<file path="config.mk">
export PLATFORM = sky130hd
export DESIGN_NAME = insn_prefetcher
export DESIGN_NICKNAME = d
export VERILOG_FILES = /design/src/logic/memory_types_pkg.sv /design/src/logic/insn_prefetcher.sv
export VERILOG_INCLUDE_DIRS = /design/src /design/src/include
export SDC_FILE = /design/constraint.sdc
export NUM_CORES = 1
export LEC_CHECK = 0
export BUFFER_PORTS_ARGS = -buffer_cell sky130_fd_sc_hd__buf_2
export CORE_AREA = 10 10 142 118
export CTS_CLUSTER_DIAMETER = 120
export DETAILED_ROUTE_END_ITERATION = 8
export DIE_AREA = 0 0 152 128
export SLEW_MARGIN = 20
export SYNTH_ARGS = -nofsm -noshare
export SYNTH_HDL_FRONTEND = slang
export SYNTH_SLANG_ARGS = --single-unit
</file>
<file path="constraint.sdc">
create_clock -name clk -period 2.5 [get_ports clk]
set_input_delay 0.25 -clock clk [delete_from_list [all_inputs] [get_ports clk]]
set_output_delay 0.25 -clock clk [all_outputs]
set_load 0.01 [all_outputs]
</file>
<file path="src/include/memory_settings.svh">
// Sizes and timing of the memory path, included by the package and by RTL that sizes storage
`ifndef MEMORY_SETTINGS_SVH
`define MEMORY_SETTINGS_SVH

// Word address covers byte-address bits 19 down to 1
`define MEM_ADDR_BITS 19

// One word is two byte lanes
`define MEM_DATA_BITS 16

// SRAM model depth in words, upper address bits wrap
`define SRAM_WORDS 1024

// Cycles from the first cycle of an access to its ack
`define SRAM_WAIT_CYCLES 2

// Words the prefetcher may hold ahead of the decoder
`define PREFETCH_DEPTH 4

`endif

</file>
<file path="src/logic/memory_types_pkg.sv">
// Shared address, word, lane-select and arbiter-state types for the memory path RTL
`include "memory_settings.svh"

package memory_types_pkg;

    // Word address, bit 0 of the byte address is implied
    typedef logic [`MEM_ADDR_BITS:1] mem_addr_t;

    // One memory word
    typedef logic [`MEM_DATA_BITS-1:0] mem_word_t;

    // Lane enables
    // bit 0 is the low byte, bit 1 the high byte
    typedef logic [1:0] byte_sel_t;

    // Arbiter grant state
    typedef enum logic [1:0] {
        arb_idle       = 2'b00,
        arb_serve_insn = 2'b01,
        arb_serve_data = 2'b10
    } arb_state_t;

endpackage

</file>
<file path="src/logic/insn_prefetcher.sv">
// Instruction prefetcher that streams sequential words into a flushable queue for the decoder
`timescale 1ns/1ps
`include "memory_settings.svh"

module insn_prefetcher (
    input  logic                        clk,
    input  logic                        reset,
    input  logic                        fetch_start,
    input  memory_types_pkg::mem_addr_t fetch_addr,
    input  logic                        insn_take,
    output memory_types_pkg::mem_word_t insn_word,
    output logic                        insn_valid,
    output memory_types_pkg::mem_addr_t icache_addr,
    output logic                        icache_access,
    input  memory_types_pkg::mem_word_t icache_rdata,
    input  logic                        icache_ack
);

    import memory_types_pkg::*;

    localparam int DEPTH    = `PREFETCH_DEPTH;
    localparam int PTR_BITS = (DEPTH > 1) ? $clog2(DEPTH) : 1;
    localparam int CNT_BITS = $clog2(DEPTH + 1);

    // Word queue, payload only
    mem_word_t queue_mem [DEPTH];

    logic [PTR_BITS-1:0] rd_ptr;
    logic [PTR_BITS-1:0] wr_ptr;
    logic [CNT_BITS-1:0] count;
    logic [CNT_BITS-1:0] count_next;

    // Address of the next read to issue
    mem_addr_t next_addr;
    mem_addr_t addr_now;

    // Set once a stream has been started
    logic running;
    // Word of the fetch in flight belongs to an abandoned stream
    logic discard;

    logic push;
    logic pop;
    logic pending_next;
    logic issue;

    assign insn_valid = (count != '0);
    assign insn_word  = queue_mem[rd_ptr];

    // A restart drops whatever word arrives in the same cycle
    assign push = icache_ack && !discard && !fetch_start;
    assign pop  = insn_take && insn_valid && !fetch_start;

    always_comb begin
        count_next = count;
        if (fetch_start) begin
            count_next = '0;
        end else if (push && !pop) begin
            count_next = count + 1'b1;
        end else if (pop && !push) begin
            count_next = count - 1'b1;
        end
    end

    // Restart address wins, otherwise step past a word that was kept
    always_comb begin
        if (fetch_start) begin
            addr_now = fetch_addr;
        end else if (icache_ack && !discard) begin
            addr_now = icache_addr + 1'b1;
        end else begin
            addr_now = next_addr;
        end
    end

    // Read still outstanding after this edge
    assign pending_next = icache_access && !icache_ack;

    // One read at a time, and only while its word has a free slot
    assign issue = (running || fetch_start) && !pending_next &&
                   (count_next < CNT_BITS'(DEPTH));

    always_ff @(posedge clk or posedge reset) begin
        if (reset) begin
            running       <= 1'b0;
            discard       <= 1'b0;
            next_addr     <= '0;
            icache_addr   <= '0;
            icache_access <= 1'b0;
            rd_ptr        <= '0;
            wr_ptr        <= '0;
            count         <= '0;
        end else begin
            running   <= running || fetch_start;
            next_addr <= addr_now;
            count     <= count_next;

            // Flush empties the queue at once
            if (fetch_start) begin
                rd_ptr <= '0;
                wr_ptr <= '0;
            end else begin
                if (push) begin
                    wr_ptr <= (wr_ptr == PTR_BITS'(DEPTH - 1)) ? '0 : wr_ptr + 1'b1;
                end
                if (pop) begin
                    rd_ptr <= (rd_ptr == PTR_BITS'(DEPTH - 1)) ? '0 : rd_ptr + 1'b1;
                end
            end

            // Address and access stay put until the ack
            if (issue) begin
                icache_access <= 1'b1;
                icache_addr   <= addr_now;
            end else if (icache_ack) begin
                icache_access <= 1'b0;
            end

            if (icache_ack) begin
                discard <= 1'b0;
            end else if (fetch_start && icache_access) begin
                discard <= 1'b1;
            end
        end
    end

    always_ff @(posedge clk) begin
        if (push) begin
            queue_mem[wr_ptr] <= icache_rdata;
        end
    end

endmodule

</file>
After elaboration in Yosys (flattened, before gate mapping)
Memory sizes are Yosys's and may differ from the RTL's.
Index checks and enable logic that the tools add are counted.
Storage, ports and cells
  bits in registers: 48
  memory bits (writable): 64
  bits of input ports: 40
  output and inout bits: 37
  word-level logic and storage cells: 56
  memories: 1
Memory list
  queue_mem: depth 4, width 16, read ports 1, clocked after memory_dff 0, wr ports 1, RTL line insn_prefetcher.sv:26  | mem_word_t queue_mem [DEPTH];
Operators by class
  $add $sub $neg: 5
  magnitude comparators: 1
  equal/unequal tests: 2
  mux-type cells: 17
  reduce and logical (&&, ||, !) cells: 22
Operators with widths (number)
  $mux W19: 2
  $add A19 B1 Y19 const B: 1
  $mux W2: 6
  $logic_and A1 B1 Y1: 10
  $mux W3: 3
  $reduce_bool A2 Y1: 4
  $logic_not A1 Y1: 6
  $mux W1: 6
  $add A2 B1 Y2 const B: 2
  $eq A2 B2 Y1 const B: 2
  $add A3 B1 Y3 const B: 1
  $lt A3 B3 Y1 const B: 1
  $reduce_bool A3 Y1: 1
  $sub A3 B1 Y3 const B: 1
  $logic_or A1 B1 Y1: 1

Logic depth before layout (Yosys ltp)
  depth in word-level cells: 11
  depth in mapped cells: 9
  gate-level depth less buffers: 8

Worst setup path after synthesis
No wires, ideal clock.
  path type: register to register
  start: register count[1]
  end: register icache_addr[0]
  setup time: 0.125 ns
  data arrival time: 2.073 ns
  data required time: 2.375 ns
  path slack: 0.302 ns
  cell stages (with the launch flop): 9
  buffers on the path: 1
  period minus slack after synthesis: 2.198 ns
  path through: dfrtp_1 -> inv_1 -> ha_1 -> nand2b_1 -> and2_0 -> a311o_1 -> o211ai_1 -> clkbuf_1 -> mux2_2
On the way
  word-level cells in the longest chain between the ends: 9
  elaborated cells on any way between the ends: 13
  classes of those cells: add/sub (2); order compare (1); mux (3); reduce/logical (7)
RTL lines
  from (decl): RTL line insn_prefetcher.sv:30  | logic [CNT_BITS-1:0] count;
  from (signal assigned): RTL line insn_prefetcher.sv:96  | count <= count_next;
  $reduce_bool A3 Y1 (*): RTL line insn_prefetcher.sv:47  | assign insn_valid = (count != '0);
  named net insn_valid: RTL line insn_prefetcher.sv:12  | output logic insn_valid,
  $logic_and A1 B1 Y1 (*) (2 in series): RTL line insn_prefetcher.sv:52  | assign pop = insn_take && insn_valid && !fetch_start;
  $logic_and A1 B1 Y1 / $logic_not A1 Y1 (equally long branches): RTL line insn_prefetcher.sv:60, insn_prefetcher.sv:58
  $mux W3 / $logic_and A1 B1 Y1 (equally long branches): RTL line insn_prefetcher.sv:60, insn_prefetcher.sv:58
  $mux W3 (*): RTL line insn_prefetcher.sv:58  | end else if (push && !pop) begin
  $mux W3 (*): RTL line insn_prefetcher.sv:56  | if (fetch_start) begin
  $lt A3 B3 Y1 (*): RTL line insn_prefetcher.sv:81  | (count_next < CNT_BITS'(DEPTH));
  $logic_and A1 B1 Y1 (*): RTL line insn_prefetcher.sv:80  | assign issue = (running || fetch_start) && !pending_next &&
  to (signal assigned): RTL line insn_prefetcher.sv:114  | icache_addr <= addr_now;
  to (decl): RTL line insn_prefetcher.sv:13  | output memory_types_pkg::mem_addr_t icache_addr,
Mark *: on every way through the listed nets, which the timed path passes. The rest lies on a longest branch.
A chain may end at the register's enable or synchronous reset.

Worst setup path in the final report
  start: register count[1]
  end: register icache_addr[6]
On the way
  word-level cells in the longest chain between the ends: 9
  elaborated cells on any way between the ends: 13
  classes of those cells: add/sub (2); order compare (1); mux (3); reduce/logical (7)
RTL lines (RTL line)
  branches (longest 5 deep; another with $sub A3 B1 Y3)
  $mux W3 (*): insn_prefetcher.sv:58
  $mux W3 (*): insn_prefetcher.sv:56
  $lt A3 B3 Y1 (*): insn_prefetcher.sv:81
  $logic_and A1 B1 Y1 (*): insn_prefetcher.sv:80
Every way passes the cells marked *.

==> impl_metrics.toml <==
[outcome]
status = "completed"

[synthesis]
yosysUniqueCellTypes = 41
synthCells = 368
synth_enable_flop_cells = 64
synthArstFlopShare = 0.429
synth_area_sq_um = 4890
synth_nets = 416
synth_top_flop_cell = "edfxtp_1"
synthTopCellsByArea = "edfxtp_1 39%, dfrtp_1 25%, mux4_2 7.4%"
avgSynthCellArea_sq_um = 13.3
yosysTopAreaCellShare = 0.393
synth-seq-cells = 112
yosysWarningCount = 0
ys_seq_area_frac = 0.638
yosys.area.top_type = "edfxtp_1"

[routing]
drc = 0
first_iter_violations = 138
postRouteAntennaNets = 0
finalWirelength_um = 11100
routed_via_density = 4.93
via_count = 3164
detail_route.wl_per_cell_um = 17.3
drtPass1Iterations = 4

[floorplan]
die_y_um = 128
chipWidth_um = 152
start_util = 0.351
rows = 39
core_area_sq_um = 14000
ioPinCount = 77
die-area_sq_um = 19500

[global_route]
antenna_found_initial = 0
grt_overflow = 0
grt_max_degree = 30
grt_use_total = 0.117
grt_pass1_wl_um = 18100
grt_pass1_vias = 3311

[timing]
min_period_ns = 2.26
setup_viol = 0
fin_tns_setup_ns = 0
post-route-period-util = 0.906
relSlewSlack = 0.479
max_freq_mhz = 442
hold_slack_ns = 0.0786
tightest_slew_ns = 0.782
hold_viol_final = 0
setup_slack_ns = 0.235
fin_worst_skew_ns = 0.00743
grt_setup_unrepaired = "no"
finalMaxSlewViolations = 0

[pwr]
p_leak_nw = 2.32
peakVddDrop_mv = 0.413
total_power_w = 0.00567
powerDensity_nw_per_um2 = 960

[min_path]
hp-class = "in2reg"

[final_layout]
finish.instance_area_sq_um = 5900
drive_above_1_share = 0.308
fill_cells = 1334
diodes = 0
finish.net_count = 501
syn_to_final_growth_pct = 20.6

[clock_network]
postCtsResizedCells = 0
path_clk_slew_ns = 0.07
clock-sinks = 112
clock_latency_ns = 0.35
cts_buffers = 9
cts_htree_levels = 3
cts_setup_buffers = 0
cts_tree = "done"
postCtsHoldBufs = 1
cts-root-buf = "clkbuf_16"
clockBufferDepth = 2

[critical_path]
cp.arrival_ns = 2.51
cp_slowest_stage_delay_ns = 0.42
cp-end-kind = "register"
crit_type = "reg2reg"
cp_max_fo = 29
crit_chain = "inv_1 -> ha_1 -> nand2b_1 -> and2_0 -> a311o_1 -> o211ai_1 -> buf_12 -> mux2_2"
cp.required_ns = 2.74
slowest_stage = "dfrtp_1"
start_kind = "register"

[place]
dpl_cell_area_sq_um = 5580
io_buffer_count = 76
gp_congestion = 0.847
post-dp-hpwl_um = 7920
dpl_worst_slack_ns = 0.259

[run]
maxCapViolations = 0
cell usage after synthesis, drive strengths merged, types with 2 or more instances:
master,instances
o31a,4
o221ai,4
clkbuf,15
nand3,4
nor3b,2
a21o,4
a31oi,2
inv,11
and2,6
o21ai,30
or4,2
a21oi,17
nand2,39
ha,8
mux4,16
o22ai,3
xnor2,13
nor4,2
mux2,10
xor2,9
edfxtp,64
buf,4
nand4,4
nor2,29
dfrtp,48
nand2b,5
or2,3
where the power goes:
group          leakage, nW  internal (W)  switching (W)
combinational        0.993      0.000777       0.000861
sequential            1.17       0.00222       0.000293
clock                0.156      0.000808       0.000702
worst max-delay path: cells and delay by family (launching register included):
kind            cells  cell delay (ns)
buf+inv             2             0.34
flops               1             0.42
compound gates      2             0.55
mux                 1             0.35
simple gates        2             0.35
fa+ha+maj           1             0.15
metal layers:
metal	track usage	routed length [um]	vias up
met4	0.0288	108	0
li1	-	-	1505
met1	0.148	5140	1547
met5	0	0	-
met3	0.0469	898	8
met2	0.185	4990	104
flip-flops by register name (all words and copies together) (netlist names):
signal / count
count: 3
discard: 1
icache_access: 1
icache_addr: 19
next_addr: 19
queue_mem: 64
rd_ptr: 2
running: 1
wr_ptr: 2
final cells by class:
type / instances / area (sq um) / share of cell area
Clock inverter: 7 / 90.1 / 0.0153
Timing Repair Buffer: 93 / 536 / 0.0908
Sequential cell: 112 / 3120 / 0.529
Multi-Input combinational cell: 226 / 1660 / 0.281
Inverter: 11 / 41.3 / 0.00700
Clock buffer: 9 / 225 / 0.0382
Tap cell: 184 / 230 / 0.0390
path summary, 6_finish.rpt:
path / from / to / slack [ns] / cells after the start
max in group asynchronous: reset / icache_addr[18] / 1.35 / 4
worst max-delay path: count[1] / icache_addr[6] / 0.24 / 8
min in group asynchronous: reset / icache_addr[15] / 0.49 / 3
worst min register to register: running / running / 0.46 / 1
worst min-delay path: icache_ack / discard / 0.08 / 2
worst max register to register: count[1] / icache_addr[6] / 0.24 / 8
metrics by stage:
stage	util	std cells
finish	0.423	642
global route	0.423	642
CTS	0.423	642
detailed placement	0.399	625
global placement	0.399	625
floorplan	-	368
cells by family (layout without fill, tap and decap cells):
logic type               Yosys count  in the layout  synth area share
multiplexers                      27             27            0.0987
AND/OR/NAND/NOR                  100            100            0.0959
adder cells (fa/ha/maj)            8              8            0.0205
XOR/XNOR                          22             22            0.0394
flip-flops                       112            112             0.638
AO/OA/AOI/OAI                     69             69            0.0838
buffers and inverters             30            120            0.0238
cell usage in the layout (no fill, tap or decap), types with 3 or more instances in the layout:
master and count:
buf_2 76, o221ai_1 4, inv_1 10, o22ai_1 3, nand2_1 39, o31a_1 4
nand4_1 3, buf_4 14, nand3_1 4, o21ai_0 30, or2_2 3, inv_8 3
dfrtp_1 48, ha_1 8, mux2_2 10, clkbuf_16 9, xor2_1 9, nor2_1 29
nand2b_1 5, xnor2_1 13, and2_1 5, mux4_2 16, edfxtp_1 64, a21o_1 4
a21oi_1 17
Power figures use the tool's default switching activity.
