--- src/include/memory_settings.svh ---
// Sizes and timing of the memory path, included by the package and by RTL that sizes storage
`ifndef MEMORY_SETTINGS_SVH
`define MEMORY_SETTINGS_SVH

// Word address covers byte-address bits 19 down to 1
`define MEM_ADDR_BITS 19

// One word is two byte lanes
`define MEM_DATA_BITS 16

// SRAM model depth in words, upper address bits wrap
`define SRAM_WORDS 1024

// Cycles from the first cycle of an access to its ack
`define SRAM_WAIT_CYCLES 2

// Words the prefetcher may hold ahead of the decoder
`define PREFETCH_DEPTH 4

`endif

--- src/logic/memory_types_pkg.sv ---
// Shared address, word, lane-select and arbiter-state types for the memory path RTL
`include "memory_settings.svh"

package memory_types_pkg;

    // Word address, bit 0 of the byte address is implied
    typedef logic [`MEM_ADDR_BITS:1] mem_addr_t;

    // One memory word
    typedef logic [`MEM_DATA_BITS-1:0] mem_word_t;

    // Lane enables
    // bit 0 is the low byte, bit 1 the high byte
    typedef logic [1:0] byte_sel_t;

    // Arbiter grant state
    typedef enum logic [1:0] {
        arb_idle       = 2'b00,
        arb_serve_insn = 2'b01,
        arb_serve_data = 2'b10
    } arb_state_t;

endpackage

--- src/logic/harvard_arbiter.sv ---
// Arbiter sharing one memory port between the instruction and data ports, acks registered
`timescale 1ns/1ps

module harvard_arbiter (
    input  logic                          clk,
    input  logic                          reset,

    // Instruction side, read only
    input  memory_types_pkg::mem_addr_t   icache_addr,
    input  logic                          icache_access,
    output memory_types_pkg::mem_word_t   icache_rdata,
    output logic                          icache_ack,

    // Data side
    input  memory_types_pkg::mem_addr_t   dcache_addr,
    input  memory_types_pkg::mem_word_t   dcache_wdata,
    input  logic                          dcache_access,
    input  logic                          dcache_wr_en,
    input  memory_types_pkg::byte_sel_t   dcache_bytesel,
    output memory_types_pkg::mem_word_t   dcache_rdata,
    output logic                          dcache_ack,

    // Shared memory port
    output memory_types_pkg::mem_addr_t   mem_addr,
    output memory_types_pkg::mem_word_t   mem_wdata,
    output logic                          mem_access,
    output logic                          mem_wr_en,
    output memory_types_pkg::byte_sel_t   mem_bytesel,
    input  memory_types_pkg::mem_word_t   mem_rdata,
    input  logic                          mem_ack
);

    import memory_types_pkg::*;

    arb_state_t state;
    arb_state_t next_state;

    // Side granted on the last grant out of idle, for round robin
    logic last_served_data;

    logic grant_insn;
    logic grant_data;

    // Requests with the acked client masked
    // its access is still high in the ack cycle
    logic icache_req;
    logic dcache_req;

    assign icache_req = icache_access && !icache_ack;
    assign dcache_req = dcache_access && !dcache_ack;

    assign grant_insn = (state == arb_serve_insn);
    assign grant_data = (state == arb_serve_data);

    // Instruction grant always reads a full word
    assign mem_addr    = grant_data ? dcache_addr : icache_addr;
    assign mem_wdata   = grant_data ? dcache_wdata : '0;
    assign mem_wr_en   = grant_data && dcache_wr_en;
    assign mem_bytesel = grant_data ? dcache_bytesel : byte_sel_t'(2'b11);
    assign mem_access  = (grant_insn && icache_access) ||
                         (grant_data && dcache_access);

    always_comb begin
        next_state = state;
        case (state)
            arb_idle: begin
                // Writes first, then alternate on a tie
                if (dcache_req && dcache_wr_en) begin
                    next_state = arb_serve_data;
                end else if (dcache_req && icache_req) begin
                    next_state = last_served_data ? arb_serve_insn : arb_serve_data;
                end else if (dcache_req) begin
                    next_state = arb_serve_data;
                end else if (icache_req) begin
                    next_state = arb_serve_insn;
                end
            end

            arb_serve_insn: begin
                // Hand over to a waiting data access, else settle in idle
                if (mem_ack) begin
                    next_state = dcache_req ? arb_serve_data : arb_idle;
                end
            end

            arb_serve_data: begin
                if (mem_ack) begin
                    next_state = icache_req ? arb_serve_insn : arb_idle;
                end
            end

            default: begin
                next_state = arb_idle;
            end
        endcase
    end

    always_ff @(posedge clk or posedge reset) begin
        if (reset) begin
            state            <= arb_idle;
            last_served_data <= 1'b0;
        end else begin
            state <= next_state;
            if (state == arb_idle && next_state == arb_serve_data) begin
                last_served_data <= 1'b1;
            end else if (state == arb_idle && next_state == arb_serve_insn) begin
                last_served_data <= 1'b0;
            end
        end
    end

    // Client ack follows mem_ack by one cycle
    always_ff @(posedge clk or posedge reset) begin
        if (reset) begin
            icache_ack <= 1'b0;
            dcache_ack <= 1'b0;
        end else begin
            icache_ack <= grant_insn && mem_ack;
            dcache_ack <= grant_data && mem_ack;
        end
    end

    // Read data captured alongside the ack
    always_ff @(posedge clk) begin
        if (grant_insn && mem_ack) begin
            icache_rdata <= mem_rdata;
        end
        if (grant_data && mem_ack) begin
            dcache_rdata <= mem_rdata;
        end
    end

endmodule

--- config.mk ---
export PLATFORM = sky130hd
export DESIGN_NAME = harvard_arbiter
export DESIGN_NICKNAME = d
export VERILOG_FILES = /design/src/logic/memory_types_pkg.sv /design/src/logic/harvard_arbiter.sv
export VERILOG_INCLUDE_DIRS = /design/src /design/src/include
export SDC_FILE = /design/constraint.sdc
export NUM_CORES = 1
export LEC_CHECK = 0
export ABC_CLOCK_PERIOD_IN_PS = 2050
export BUFFER_PORTS_ARGS = -buffer_cell sky130_fd_sc_hd__buf_2
export CAP_MARGIN = 10
export CORE_MARGIN = 3
export CORE_UTILIZATION = 37
export CTS_CLUSTER_DIAMETER = 60
export DETAILED_ROUTE_END_ITERATION = 8
export HOLD_SLACK_MARGIN = 0.03
export PLACE_DENSITY = 0.84
export SLEW_MARGIN = 30
export SYNTH_ARGS = -nofsm -noshare
export SYNTH_HDL_FRONTEND = slang
export SYNTH_SLANG_ARGS = --single-unit
--- constraint.sdc ---
create_clock -name clk -period 2.05 [get_ports clk]
set_input_delay 0 -clock clk [delete_from_list [all_inputs] [get_ports clk]]
set_output_delay 0 -clock clk [all_outputs]
set_load 0.01 [all_outputs]
# ---- Word-level counts from Yosys, hierarchy flattened
# Index checks and enable logic that the tools add are counted.
dict set report word_totals {
  register_bits 37
  input_bits 78
  output_inout_bits 73
  word_cells 41
}
dict set report op_classes {
  eq_ne 4
  n_mux 15
  reduce_logical 16
}
# op n
set ops {}
lappend ops {{two-way mux 19 bit} 1}
lappend ops {{two-way mux 2 bit} 9}
lappend ops {{two-way mux 16 bit} 1}
lappend ops {{logical AND 1 bit} 11}
lappend ops {{one-hot mux 2 bit (3 select lines)} 1}
lappend ops {{== test 2 x 1 -> 1 bit, second input constant} 2}
lappend ops {{== test 2 bit, second input constant} 2}
lappend ops {{two-way mux 1 bit} 3}
lappend ops {{zero test 1 bit} 2}
lappend ops {{zero test 2 bit} 1}
lappend ops {{nonzero test 2 bit} 1}
lappend ops {{logical OR 1 bit} 1}

# ---- Depth between registers and ports, before layout
# Gate-level depths: netlist (run 1).
dict set report depth {
  ltp_word 11
  ltp_mapped 5
}

# ---- Worst setup path after synthesis (run 1)
# OpenSTA, ideal clock, no wires.
dict set report synth_timing {
  path_kind {reg-to-reg}
  startpoint {register state[0]}
  endpoint {register dcache_rdata[0], enable pin}
  t_arrival_ns 1.344
  required_ns 1.676
  path_slack_ns 0.331
  path_stages_with_launch 5
  path_cell_list {dfrtp_1 -> buf_2 -> nor2b_4 -> clkbuf_2 -> and2_1}
}
dict set report synth_between {
  elab_chain_cells 2
}
# element line
set synth_lines {}
lappend synth_lines {{start: declaration} harvard_arbiter.sv:35} ;# arb_state_t state;
lappend synth_lines {{start signal: assignment} harvard_arbiter.sv:100} ;# state <= arb_idle;
lappend synth_lines {{start signal: assignment} harvard_arbiter.sv:103} ;# state <= next_state;
lappend synth_lines {{== test 2 bit} harvard_arbiter.sv:53} ;# assign grant_data = (state == arb_serve_data);
lappend synth_lines {{logical AND 1 bit} harvard_arbiter.sv:128} ;# if (grant_data && mem_ack) begin
lappend synth_lines {{end signal: assignment} harvard_arbiter.sv:129} ;# dcache_rdata <= mem_rdata;
lappend synth_lines {{end: declaration} harvard_arbiter.sv:20} ;# output memory_types_pkg::mem_word_t dcache_rdata,
# Every way passes these cells.
# A chain may end at the register's enable or synchronous reset.

# ---- Final worst setup path (run 1)
dict set report layout_timing {
  startpoint {register state[1]}
  endpoint {output mem_addr[15]}
}
dict set report layout_between {
  elab_chain_cells 2
}
# element line
set layout_lines {}
lappend layout_lines {{== test 2 bit} harvard_arbiter.sv:53}
lappend layout_lines {{two-way mux 19 bit} harvard_arbiter.sv:56} ;# assign mem_addr = grant_data ? dcache_addr : icache_addr;
lappend layout_lines {{end: declaration} harvard_arbiter.sv:24} ;# output memory_types_pkg::mem_addr_t mem_addr,
# Every way passes these cells.

==> flow_metrics.py, run 1 <==
metrics = {
    "place": {
        "placed_area_mm2": 0.002476,
        "port_buffers": 150,
        "dp_hpwl_um": 3697,
        "dp_slack_ns": 0.6825,
        "place.gp.congestion": 0.8471,
    },
    "die": {
        "die_h_um": 73.54,
        "initial_utilization_pct": 40.17,
        "placementRows": 23,
        "core_area_mm2": 0.004202,
        "dieArea_mm2": 0.005408,
        "die_w_um": 73.54,
        "io_pins": 151,
    },
    "flow_run": {
        "cap_violations": 0,
    },
    "routing": {
        "via_per_inst": 4.526,
        "avgRoutedWirePerCell_um": 15.07,
        "dr.first_iter.drc_count": 86,
        "drt-total-wl_um": 4928,
        "firstDrtPassIters": 4,
        "vias": 1480,
        "remaining_drc_errors": 0,
        "ant_nets": 0,
    },
    "clock_tree": {
        "cts_tree": "built",
        "clk_pin_slew_ns": 0.06,
        "cts.path.max_buffers": 2,
        "cts-htree-levels": 2,
        "cts_root_buffer": "clkbuf_8",
        "clock-sinks": 37,
        "cts_inserted_buffers": 5,
        "insertion_delay_ns": 0.28,
    },
    "timing": {
        "rsz0062_at_grt": "no",
        "fin_skew_ns": 0.005158,
        "tns_ns": 0,
        "hold_violations": 0,
        "drv_slew": 0,
        "worst_pin_slew_ns": 0.3971,
        "fmaxAchievable_ghz": 0.5986,
        "finalWorstSetupSlack_ns": 0.3793,
        "timing.final.crit_share_pct": 81.50,
        "setup_violations": 0,
        "period_minus_slack_ns": 1.671,
        "slew_headroom_pct": 73.16,
    },
    "pwr": {
        "power_density_mw_per_mm2": 962.4,
        "ir_worst_vdd_v": 0.0006541,
        "finalPower_mw": 2.624,
        "p_leak_nw": 1.349,
    },
    "logic_synthesis": {
        "ys_top_cells_by_area": "edfxtp_1, mux2_4, dfrtp_1",
        "syn_area_mm2": 0.001688,
        "yosysWarnings": 0,
        "yosysSeqAreaShare_pct": 64.34,
        "ys_types": 23,
        "yosysTopAreaCellShare_pct": 56.93,
        "yosysTopAreaCell": "edfxtp_1",
        "avgSynthCellArea_um2": 16.39,
        "synth.net_count": 181,
        "synthCells": 103,
        "ys_ff_latch": 37,
    },
    "layout": {
        "finish.utilization_pct": 64.89,
        "layout.nets": 354,
        "final_area_mm2": 0.002726,
        "antennaDiodeCount": 0,
        "syn_to_final_growth_pct": 61.53,
        "drive_gt1_share_pct": 64.62,
    },
    "global_routing": {
        "grt_antenna_before_repair": 0,
        "track_usage_pct": 17.54,
        "grt_pass1_vias": 1543,
        "overflow": 0,
        "grt_pass1_wl_um": 7134,
        "grt_max_degree": 21,
    },
    "worst_setup_path": {
        "critical_path_class": "reg -> out",
        "end_kind": "output pin",
        "crit_path_start_kind": "flip-flop",
        "crit_fanout": 20,
        "arrival_ns": 1.67,
        "crit_required_ns": 2.05,
    },
    "hold_path": {
        "hold_path.class": "in -> reg",
    },
    "status": {
        "outcome": "complete, no violations",
    },
}
==> synthesized netlist by cell type <==
cell type,instances
edfxtp_1,32
mux2_4,19
and2_1,18
dfrtp_1,5
nand2b_1,4
nand2_1,3
a21oi_1,2
buf_12,2
clkbuf_2,2
inv_1,2
o211ai_1,2
buf_2,1
nand3b_1,1
nor2_1,1
nor2b_1,1
nor2b_4,1
nor3_1,1
nor4b_1,1
o21ai_0,1
o31ai_1,1
o41ai_1,1
or2b_1,1
or3_1,1
==> per-stage QoR <==
| step | cells | hold slack [ns] |
|---|---|---|
| final | 327 | 0.05349 |
| after global routing | 327 | 0.09386 |
| after CTS | 327 | 0.04793 |
| after detailed placement | 302 | -0.1054 |
| after global placement | 302 | -0.1069 |
| after floorplan | 103 | -0.2215 |
==> cell type report <==
type	instances	area [um^2]
clock buffers	8	80.08
fillers	322	1475
inverters	2	7.507
multi-input cells	59	539.3
flip-flops and latches	37	1086
well taps	50	62.56
repair buffers	171	950.9
==> power breakdown <==
part | total, mW | switching [mW] | leakage (nW) | internal, mW
Combinational | 1.11 | 0.549 | 0.953 | 0.564
Sequential | 1.05 | 0.0781 | 0.357 | 0.977
Clock | 0.456 | 0.215 | 0.0395 | 0.241
Total | 2.62 | 0.842 | 1.35 | 1.78
==> registers in the layout, indices dropped and copies added, names as in the netlist <==
name	cells
icache_ack	1
icache_rdata	16
state	2
dcache_ack	1
dcache_rdata	16
last_served_data	1
==> cells by family after synthesis <==
kind of cell	count (synthesis)	share of synthesized area, %
flip-flops	37	64.34
AND/OR/NAND/NOR	33	12.31
multiplexers	19	16.90
AO/OA/AOI/OAI	7	2.743
buffers and inverters	7	3.706
==> layer usage <==
metal | track usage [%] | wire length [um]
met5 | 0 | 0
met4 | 5.433 | 44
met3 | 7.524 | 656
met2 | 31.79 | 2470
met1 | 18.08 | 1756
==> critical path, stage by stage (launching register included) <==
cell and delay, ns:
dfrtp_1 0.46, nor2b_4 0.20, buf_4 0.27, mux2_4 0.33
buf_2 0.14
==> placed cells by master, fill, tap and decap left out, drive strengths merged <==
| cell | netlist | layout |
|---|---|---|
| buf | 3 | 154 |
| edfxtp | 32 | 32 |
| mux2 | 19 | 19 |
| and2 | 18 | 18 |
| dlygate4sd3 | 0 | 17 |
| clkbuf | 2 | 8 |
| dfrtp | 5 | 5 |
| nand2b | 4 | 4 |
| nand2 | 3 | 3 |
| a21oi | 2 | 2 |
| inv | 2 | 2 |
| o211ai | 2 | 2 |
| nor2b | 2 | 2 |
| nor3 | 1 | 1 |
| o41ai | 1 | 1 |
| o21ai | 1 | 1 |
| or2b | 1 | 1 |
| or3 | 1 | 1 |
| nor4b | 1 | 1 |
| o31ai | 1 | 1 |
| nand3b | 1 | 1 |
| nor2 | 1 | 1 |
==> final timing paths <==
kind | depth (start not counted) | end | slack [ns] | startpoint
max | 4 | mem_addr[15] | 0.38 | state[1]$_DFF_PP0_
min | 3 | state[0]$_DFF_PP0_ | 0.05 | dcache_wr_en
max reg2reg | 3 | dcache_rdata[15]$_DFFE_PP_ | 0.70 | state[1]$_DFF_PP0_
min reg2reg | 2 | last_served_data$_DFFE_PP0P_ | 0.57 | icache_ack$_DFF_PP0_
max in group asynchronous | 3 | last_served_data$_DFFE_PP0P_ | 1.75 | reset
min in group asynchronous | 3 | icache_ack$_DFF_PP0_ | 0.15 | reset
==> what timing repair did <==
item | 4_1_cts | 5_1_grt
endpoints found under the hold margin | 37 | 0
hold buffers | 17 | 0
setup buffers | 0 | 0
gates resized for setup | 0 | 0
Note: power is estimated with default switching activity, not from simulation.
==> inputs of run 2 (changes only) <==
--- a/config.mk
+++ b/config.mk
@@ -6,15 +6,16 @@
 export SDC_FILE = /design/constraint.sdc
 export NUM_CORES = 1
 export LEC_CHECK = 0
-export ABC_CLOCK_PERIOD_IN_PS = 2050
+export ABC_AREA = 1
+export ABC_CLOCK_PERIOD_IN_PS = 1400
 export BUFFER_PORTS_ARGS = -buffer_cell sky130_fd_sc_hd__buf_2
 export CAP_MARGIN = 10
 export CORE_MARGIN = 3
-export CORE_UTILIZATION = 37
+export CORE_UTILIZATION = 33
 export CTS_CLUSTER_DIAMETER = 60
 export DETAILED_ROUTE_END_ITERATION = 8
 export HOLD_SLACK_MARGIN = 0.03
-export PLACE_DENSITY = 0.84
+export PLACE_DENSITY = 0.81
 export SLEW_MARGIN = 30
 export SYNTH_ARGS = -nofsm -noshare
 export SYNTH_HDL_FRONTEND = slang
==> constraint.sdc (replaced) <==
create_clock -name clk -period 1.4 [get_ports clk]
set_input_delay 0 -clock clk [delete_from_list [all_inputs] [get_ports clk]]
set_output_delay 0 -clock clk [all_outputs]
set_load 0.01 [all_outputs]
==> run 2 against run 1 <==
  * Register-to-register slack lost 0.56 ns
  * Final cell count increased by 26%
  * Flip-flop and latch count stayed put
  * Utilization decreased by 2.3 points
  * Worst setup slack lost 0.33 ns
  * Critical path depth is 2 higher
  * Highest routed layer unchanged
  * Non-clock buffer count grew 5
  * Combinational power is 94% higher
  * Design area up 4.8%
  * Sequential power increased by 44%
  * Clock skew grew 0.00065 ns
==> flow_metrics.py, run 2 <==
metrics = {
    "status": {
        "outcome": "complete, no violations",
    },
    "worst_setup_path": {
        "critical_path_buf_inv_count": 3,
        "reg2reg_depth": 4,
        "r2r-start": "state[0]$_DFF_PP0_",
        "cp_common_cell": "nand2_1",
        "arrival_ns": 1.35,
        "timing.reg2reg.setup_slack_ns": 0.14,
        "crit_slowest_cell": "dfrtp_1",
        "critical_path.top_delay_family": "buffers and inverters",
        "critical_path_class": "reg -> out",
        "crit_path_cell_trace": "inv_2, nand2_8, clkbuf_16, nand2_1, nand2_1, buf_2",
        "cp_slowest_stage_delay_ns": 0.40,
        "crit_required_ns": 1.40,
        "crit_fanout": 12,
        "regToRegEndpoint": "dcache_rdata[7]$_DFFE_PP_",
        "end_kind": "output pin",
        "crit_path_start_kind": "flip-flop",
    },
    "logic_synthesis": {
        "yosysSeqAreaShare_pct": 66.36,
        "ys_ff_latch": 37,
        "yosysWarnings": 0,
        "synth_commonest_cells": "nand2_1, edfxtp_1, inv_1, nor2_1, dfrtp_1",
        "ys_top_cells_by_area": "edfxtp_1, nand2_1, dfrtp_1",
        "avgSynthCellArea_um2": 9.684,
        "ys_types": 14,
        "synthCells": 169,
        "async_flop_share_pct": 13.51,
        "synth-edff-count": 32,
        "yosysMostFrequentCell": "nand2_1",
        "syn_area_mm2": 0.001637,
        "yosysTopAreaCellShare_pct": 58.72,
        "synth.net_count": 247,
        "synth_ff_type": "edfxtp_1",
        "yosysTopAreaCell": "edfxtp_1",
    },
    "routing": {
        "firstDrtPassIters": 4,
        "avgRoutedWirePerCell_um": 13.26,
        "remaining_drc_errors": 0,
        "via_per_inst": 4.296,
        "drt-total-wl_um": 5463,
        "vias": 1770,
        "dr.first_iter.drc_count": 68,
        "ant_nets": 0,
    },
    "pwr": {
        "finalPower_mw": 4.543,
        "p_leak_nw": 1.560,
        "ir_worst_vdd_v": 0.0006474,
        "power_density_mw_per_mm2": 1590,
    },
    "die": {
        "placementRows": 24,
        "core_area_mm2": 0.004564,
        "io_pins": 151,
        "initial_utilization_pct": 35.86,
        "die_w_um": 76.42,
        "dieArea_mm2": 0.005840,
        "die_h_um": 76.42,
    },
    "place": {
        "dp_slack_ns": 0.2053,
        "dp_hpwl_um": 3953,
        "port_buffers": 150,
        "dp_cells": 382,
        "place.gp.congestion": 0.7415,
        "placed_area_mm2": 0.002485,
    },
    "hold_path": {
        "hp-start": "mem_ack",
        "hold_depth": 4,
        "hold_path.class": "in -> reg",
        "hold_end": "state[0]$_DFF_PP0_",
    },
    "timing": {
        "drv_slew": 0,
        "hold_violations": 0,
        "finalWorstSetupSlack_ns": 0.05000,
        "timing.final.crit_share_pct": 96.43,
        "fmaxAchievable_ghz": 0.7407,
        "fin_skew_ns": 0.005813,
        "worst_pin_slew_ns": 0.2419,
        "slew_headroom_pct": 83.81,
        "setup_violations": 0,
        "period_minus_slack_ns": 1.350,
    },
    "layout": {
        "fin_cells": 412,
        "layout.nets": 424,
        "final_common_cell": "buf_2",
        "final_cell_mix": "buf_2, nand2_1, edfxtp_1, inv_1, nor2_1",
        "antennaDiodeCount": 0,
        "fillers": 396,
        "drive_gt1_share_pct": 49.57,
        "reg_top3": "dcache_rdata x16, icache_rdata x16, state x2",
        "final_area_mm2": 0.002856,
        "syn_to_final_growth_pct": 74.54,
    },
    "clock_tree": {
        "clock-sinks": 37,
        "cts-htree-levels": 2,
        "cts.path.max_buffers": 2,
        "cts_root_buffer": "clkbuf_8",
        "cts_inserted_buffers": 5,
        "clk_pin_slew_ns": 0.07,
        "insertion_delay_ns": 0.29,
        "cts_tree": "built",
    },
    "flow_run": {
        "cap_violations": 0,
    },
    "global_routing": {
        "grt_pass1_wl_um": 8121,
        "track_usage_pct": 17.68,
        "overflow": 0,
        "grt_pass1_vias": 1727,
        "grt_max_degree": 26,
        "grt_antenna_before_repair": 0,
    },
}
## run 2: cell count changes in the layout (fill, tap and decap cells not counted), sizes merged, moves of 3 or more
cell,before,now
nor2,1,22
buf,154,157
mux2,19,0
and2,18,0
nand2,3,70
nand2b,4,0
inv,2,26
## run 2: routing by layer
metal  vias to the layer above  GRT usage, %  share of wire [%]  routed length (um)
met2                        93         34.36                 56                3079
met3                        10         7.565                9.5                 521
met1                       796         15.94                 32                1736
met5                         -             0                  0                   0
met4                         0         6.522                2.3                 126
li1                        871             -                  -                   -
## run 2: cells by family (layout without fill, tap and decap cells)
group | Yosys count | in the layout | synth area share (%)
AO/OA/AOI/OAI | 4 | 4 | 1.759
flip-flops | 37 | 37 | 66.36
AND/OR/NAND/NOR | 96 | 96 | 22.94
buffers and inverters | 32 | 210 | 8.945
## run 2: worst max path at each step
stage	from	end	slack (ns)	cells past startpoint
after global routing	state[0]$_DFF_PP0_	mem_addr[8]	-0.02	6
after floorplan	state[0]$_DFF_PP0_	dcache_rdata[0]$_DFFE_PP_	0.02	3
after CTS	state[0]$_DFF_PP0_	mem_access	0.005	5
final	state[0]$_DFF_PP0_	mem_addr[7]	0.05	6
after global placement	state[1]$_DFF_PP0_	icache_rdata[8]$_DFFE_PP_	0.24	4
after detailed placement	state[0]$_DFF_PP0_	dcache_rdata[5]$_DFFE_PP_	0.21	4
## run 2: area by class of cell
| cell class | count | area (um^2) | area share [%] |
|---|---|---|---|
| Clock buffer | 6 | 72.57 | 2.541 |
| Timing Repair Buffer | 176 | 1050 | 36.75 |
| Tap cell | 65 | 81.33 | 2.847 |
| Inverter | 26 | 105.1 | 3.679 |
| Clock inverter | 2 | 33.78 | 1.183 |
| Multi-Input combinational cell | 100 | 426.7 | 14.94 |
| Sequential cell | 37 | 1087 | 38.06 |
## run 2: repair_timing
action                                 CTS  global route
endpoints found under the hold margin   38             0
pin swaps                                0             1
hold buffers                            18             0
setup buffers                            0             3
gates resized for setup                  3             8
gates cloned                             0             1
setup endpoints to repair               20            26
## run 2: worst register-to-register path: cells and delay by family, from the launching register on
| kind | cells | cell delay (ns) |
|---|---|---|
| buf+inv | 2 | 0.29 |
| flops | 1 | 0.40 |
| simple gates | 2 | 0.27 |
## run 2: power breakdown
part	total, mW	switching (mW)	internal (mW)
sequential	1.51	0.0862	1.42
combinational	2.15	1.23	0.917
clock	0.882	0.356	0.525
total	4.54	1.68	2.87
## run 2: metrics by stage
step / hold WS [ns] / util, % / TNS [ns]
4_1_cts: 0.04761 / 60.86 / 0
6_report: 0.06190 / 62.58 / 0
2_1_floorplan: -0.2215 / - / 0
3_5_place_dp: -0.09067 / 54.44 / 0
3_3_place_gp: -0.09628 / 54.44 / 0
5_1_grt: 0.05808 / 62.58 / -0.1115
==> inputs of run 3 (changes only) <==
--- a/config.mk
+++ b/config.mk
@@ -16,6 +16,7 @@
 export DETAILED_ROUTE_END_ITERATION = 8
 export HOLD_SLACK_MARGIN = 0.03
 export PLACE_DENSITY = 0.81
+export REMOVE_ABC_BUFFERS = 1
 export SLEW_MARGIN = 30
 export SYNTH_ARGS = -nofsm -noshare
 export SYNTH_HDL_FRONTEND = slang
==> run 3 against run 2 <==
  * Sequential share of layout area up 0.090 points
  * Power down 3.1%
  * Clock power down 24%
  * Sequential power about the same
  * First-iteration DRC count down 13%
  * Combinational power up 4%
  * Clock-buffer cell count up 1
  * Fmax down 2.0%
  * Register-to-register slack worse by 0.11 ns
  * Global-route usage down 0.50 points
  * Critical endpoint is now mem_bytesel[1]
==> flow_metrics.py, run 3 (synthesis results as in run 2) <==
metrics = {
    "timing": {
        "fin_skew_ns": 0.003165,
        "rsz0062_at_grt": "yes",
        "tns_ns": 0,
        "slew_headroom_pct": 79.16,
        "timing.final.crit_share_pct": 98.40,
        "drv_slew": 0,
        "period_minus_slack_ns": 1.378,
        "worst_pin_slew_ns": 0.3115,
        "fmaxAchievable_ghz": 0.7259,
        "hold_violations": 0,
        "setup_violations": 0,
    },
    "routing": {
        "avgRoutedWirePerCell_um": 12.81,
        "via_per_inst": 4.235,
        "drt-total-wl_um": 5278,
        "vias": 1745,
        "ant_nets": 0,
        "firstDrtPassIters": 4,
        "dr.first_iter.drc_count": 59,
        "remaining_drc_errors": 0,
    },
    "layout": {
        "antennaDiodeCount": 0,
        "fin_cells": 412,
        "drive_gt1_share_pct": 48.41,
        "final_area_mm2": 0.002846,
        "final_common_cell": "buf_2",
        "syn_to_final_growth_pct": 73.93,
        "layout.nets": 424,
        "final_cell_mix": "buf_2, nand2_1, edfxtp_1, inv_1, nor2_1",
        "reg_top3": "dcache_rdata x16, icache_rdata x16, state x2",
    },
    "status": {
        "outcome": "complete, no violations",
    },
    "global_routing": {
        "grt_pass1_wl_um": 8052,
        "grt_antenna_before_repair": 0,
        "grt_pass1_vias": 1641,
        "track_usage_pct": 17.18,
        "overflow": 0,
        "grt_max_degree": 40,
    },
    "worst_setup_path": {
        "timing.reg2reg.setup_slack_ns": 0.03,
        "crit_path_start_kind": "flip-flop",
        "crit_path_cell_trace": "inv_2, nand2_8, buf_12, or2_1, buf_2",
        "critical_path.top_delay_family": "flip-flops",
        "crit_slowest_cell": "dfrtp_1",
        "cp_slowest_stage_delay_ns": 0.40,
        "critical_path_class": "reg -> out",
        "arrival_ns": 1.38,
        "end_kind": "output pin",
        "critical_path_buf_inv_count": 3,
        "crit_required_ns": 1.40,
        "crit_fanout": 6,
    },
    "clock_tree": {
        "clk_pin_slew_ns": 0.07,
        "cts_tree": "built",
        "cts-htree-levels": 2,
        "cts_root_buffer": "clkbuf_8",
        "insertion_delay_ns": 0.28,
        "cts.path.max_buffers": 2,
        "clock-sinks": 37,
        "cts_inserted_buffers": 5,
    },
    "pwr": {
        "seq_power_share_pct": 34.1,
        "finalPower_mw": 4.404,
        "power_density_mw_per_mm2": 1547,
        "swShare_pct": 37.51,
        "ir_worst_vdd_v": 0.0006040,
        "p_leak_nw": 1.561,
        "pwr-share-comb_pct": 50.6,
        "p_switching_mw": 1.652,
        "power.share.clock_pct": 15.3,
        "internal-power_mw": 2.752,
    },
    "die": {
        "core_area_mm2": 0.004564,
        "die_h_um": 76.42,
        "die_w_um": 76.42,
        "dieArea_mm2": 0.005840,
        "initial_utilization_pct": 35.86,
        "io_pins": 151,
        "placementRows": 24,
    },
    "flow_run": {
        "cap_violations": 0,
    },
    "place": {
        "placed_area_mm2": 0.002467,
        "dp_cells": 381,
        "dp_hpwl_um": 3823,
        "port_buffers": 150,
        "place.gp.congestion": 0.8855,
    },
    "hold_path": {
        "hold_path.class": "in -> reg",
    },
}
-- run 3: cell count changes in the layout (fill, tap and decap cells not counted), sizes merged --
| cell | change |
|---|---|
| bufinv | -1 |
| buf | -2 |
| clkbuf | +3 |
-- run 3: power groups by stage --
stage	Sequential [mW]	Combinational, mW	Clock, mW
floorplan	1.59	0.880	0
global placement	1.51	1.78	0
detailed placement	1.52	1.83	0
CTS	1.50	1.89	0.690
global route	1.52	2.43	0.744
finish	1.50	2.23	0.674
-- run 3: per-layer routing --
layer  GRT usage (%)  routed length, um  up-vias
li1                -                  -      872
met1           19.70               2102      755
met2           30.93               2671      114
met3           5.319                465        4
met4           4.348                 38        0
met5               0                  0        -
-- run 3: final cells by class --
cell class                 instances  area (um^2)
clock buffer                       7        76.32
clock inverter                     1        3.754
fill                             389         1718
inverter                          26        102.6
multi-input combinational        100        415.4
sequential                        37         1086
tap                               65        81.33
timing repair buffer             176         1081
-- run 3: timing repair --
action / 4_1_cts / 5_1_grt
hold buffers: 18 / 0
endpoints found under the hold margin: 38 / 0
endpoints found under the setup margin: 22 / 26
gates resized for setup: 1 / 7
buffers inserted: 0 / 2
gates cloned: 0 / 3
-- run 3: stage by stage --
stage	worst slack, ns	hold WS, ns	utilization [%]
finish	0.02240	0.04933	62.36
global placement	0.1761	-0.08964	54.06
detailed placement	0.1235	-0.09005	54.06
floorplan	-0.4325	-0.2215	-
global route	-0.04214	0.04514	62.36
CTS	-0.003079	0.04375	59.84
-- run 3: worst paths after layout --
check,startpoint,to,cells after the start
setup / recovery,state[0]$_DFF_PP0_,mem_bytesel[1],5
hold / removal,mem_ack,state[0]$_DFF_PP0_,4
setup reg to reg,state[0]$_DFF_PP0_,dcache_rdata[2]$_DFFE_PP_,4
hold reg to reg,last_served_data$_DFFE_PP0P_,last_served_data$_DFFE_PP0P_,2
max in group asynchronous,reset,dcache_ack$_DFF_PP0_,3
min in group asynchronous,reset,state[0]$_DFF_PP0_,3
-- run 3: worst reg2reg max path, delay by kind of cell, from the launching register on --
| kind | cells | cell delay, ns |
|---|---|---|
| buffers and inverters | 2 | 0.31 |
| flip-flops | 1 | 0.40 |
| AND/OR/NAND/NOR | 2 | 0.38 |
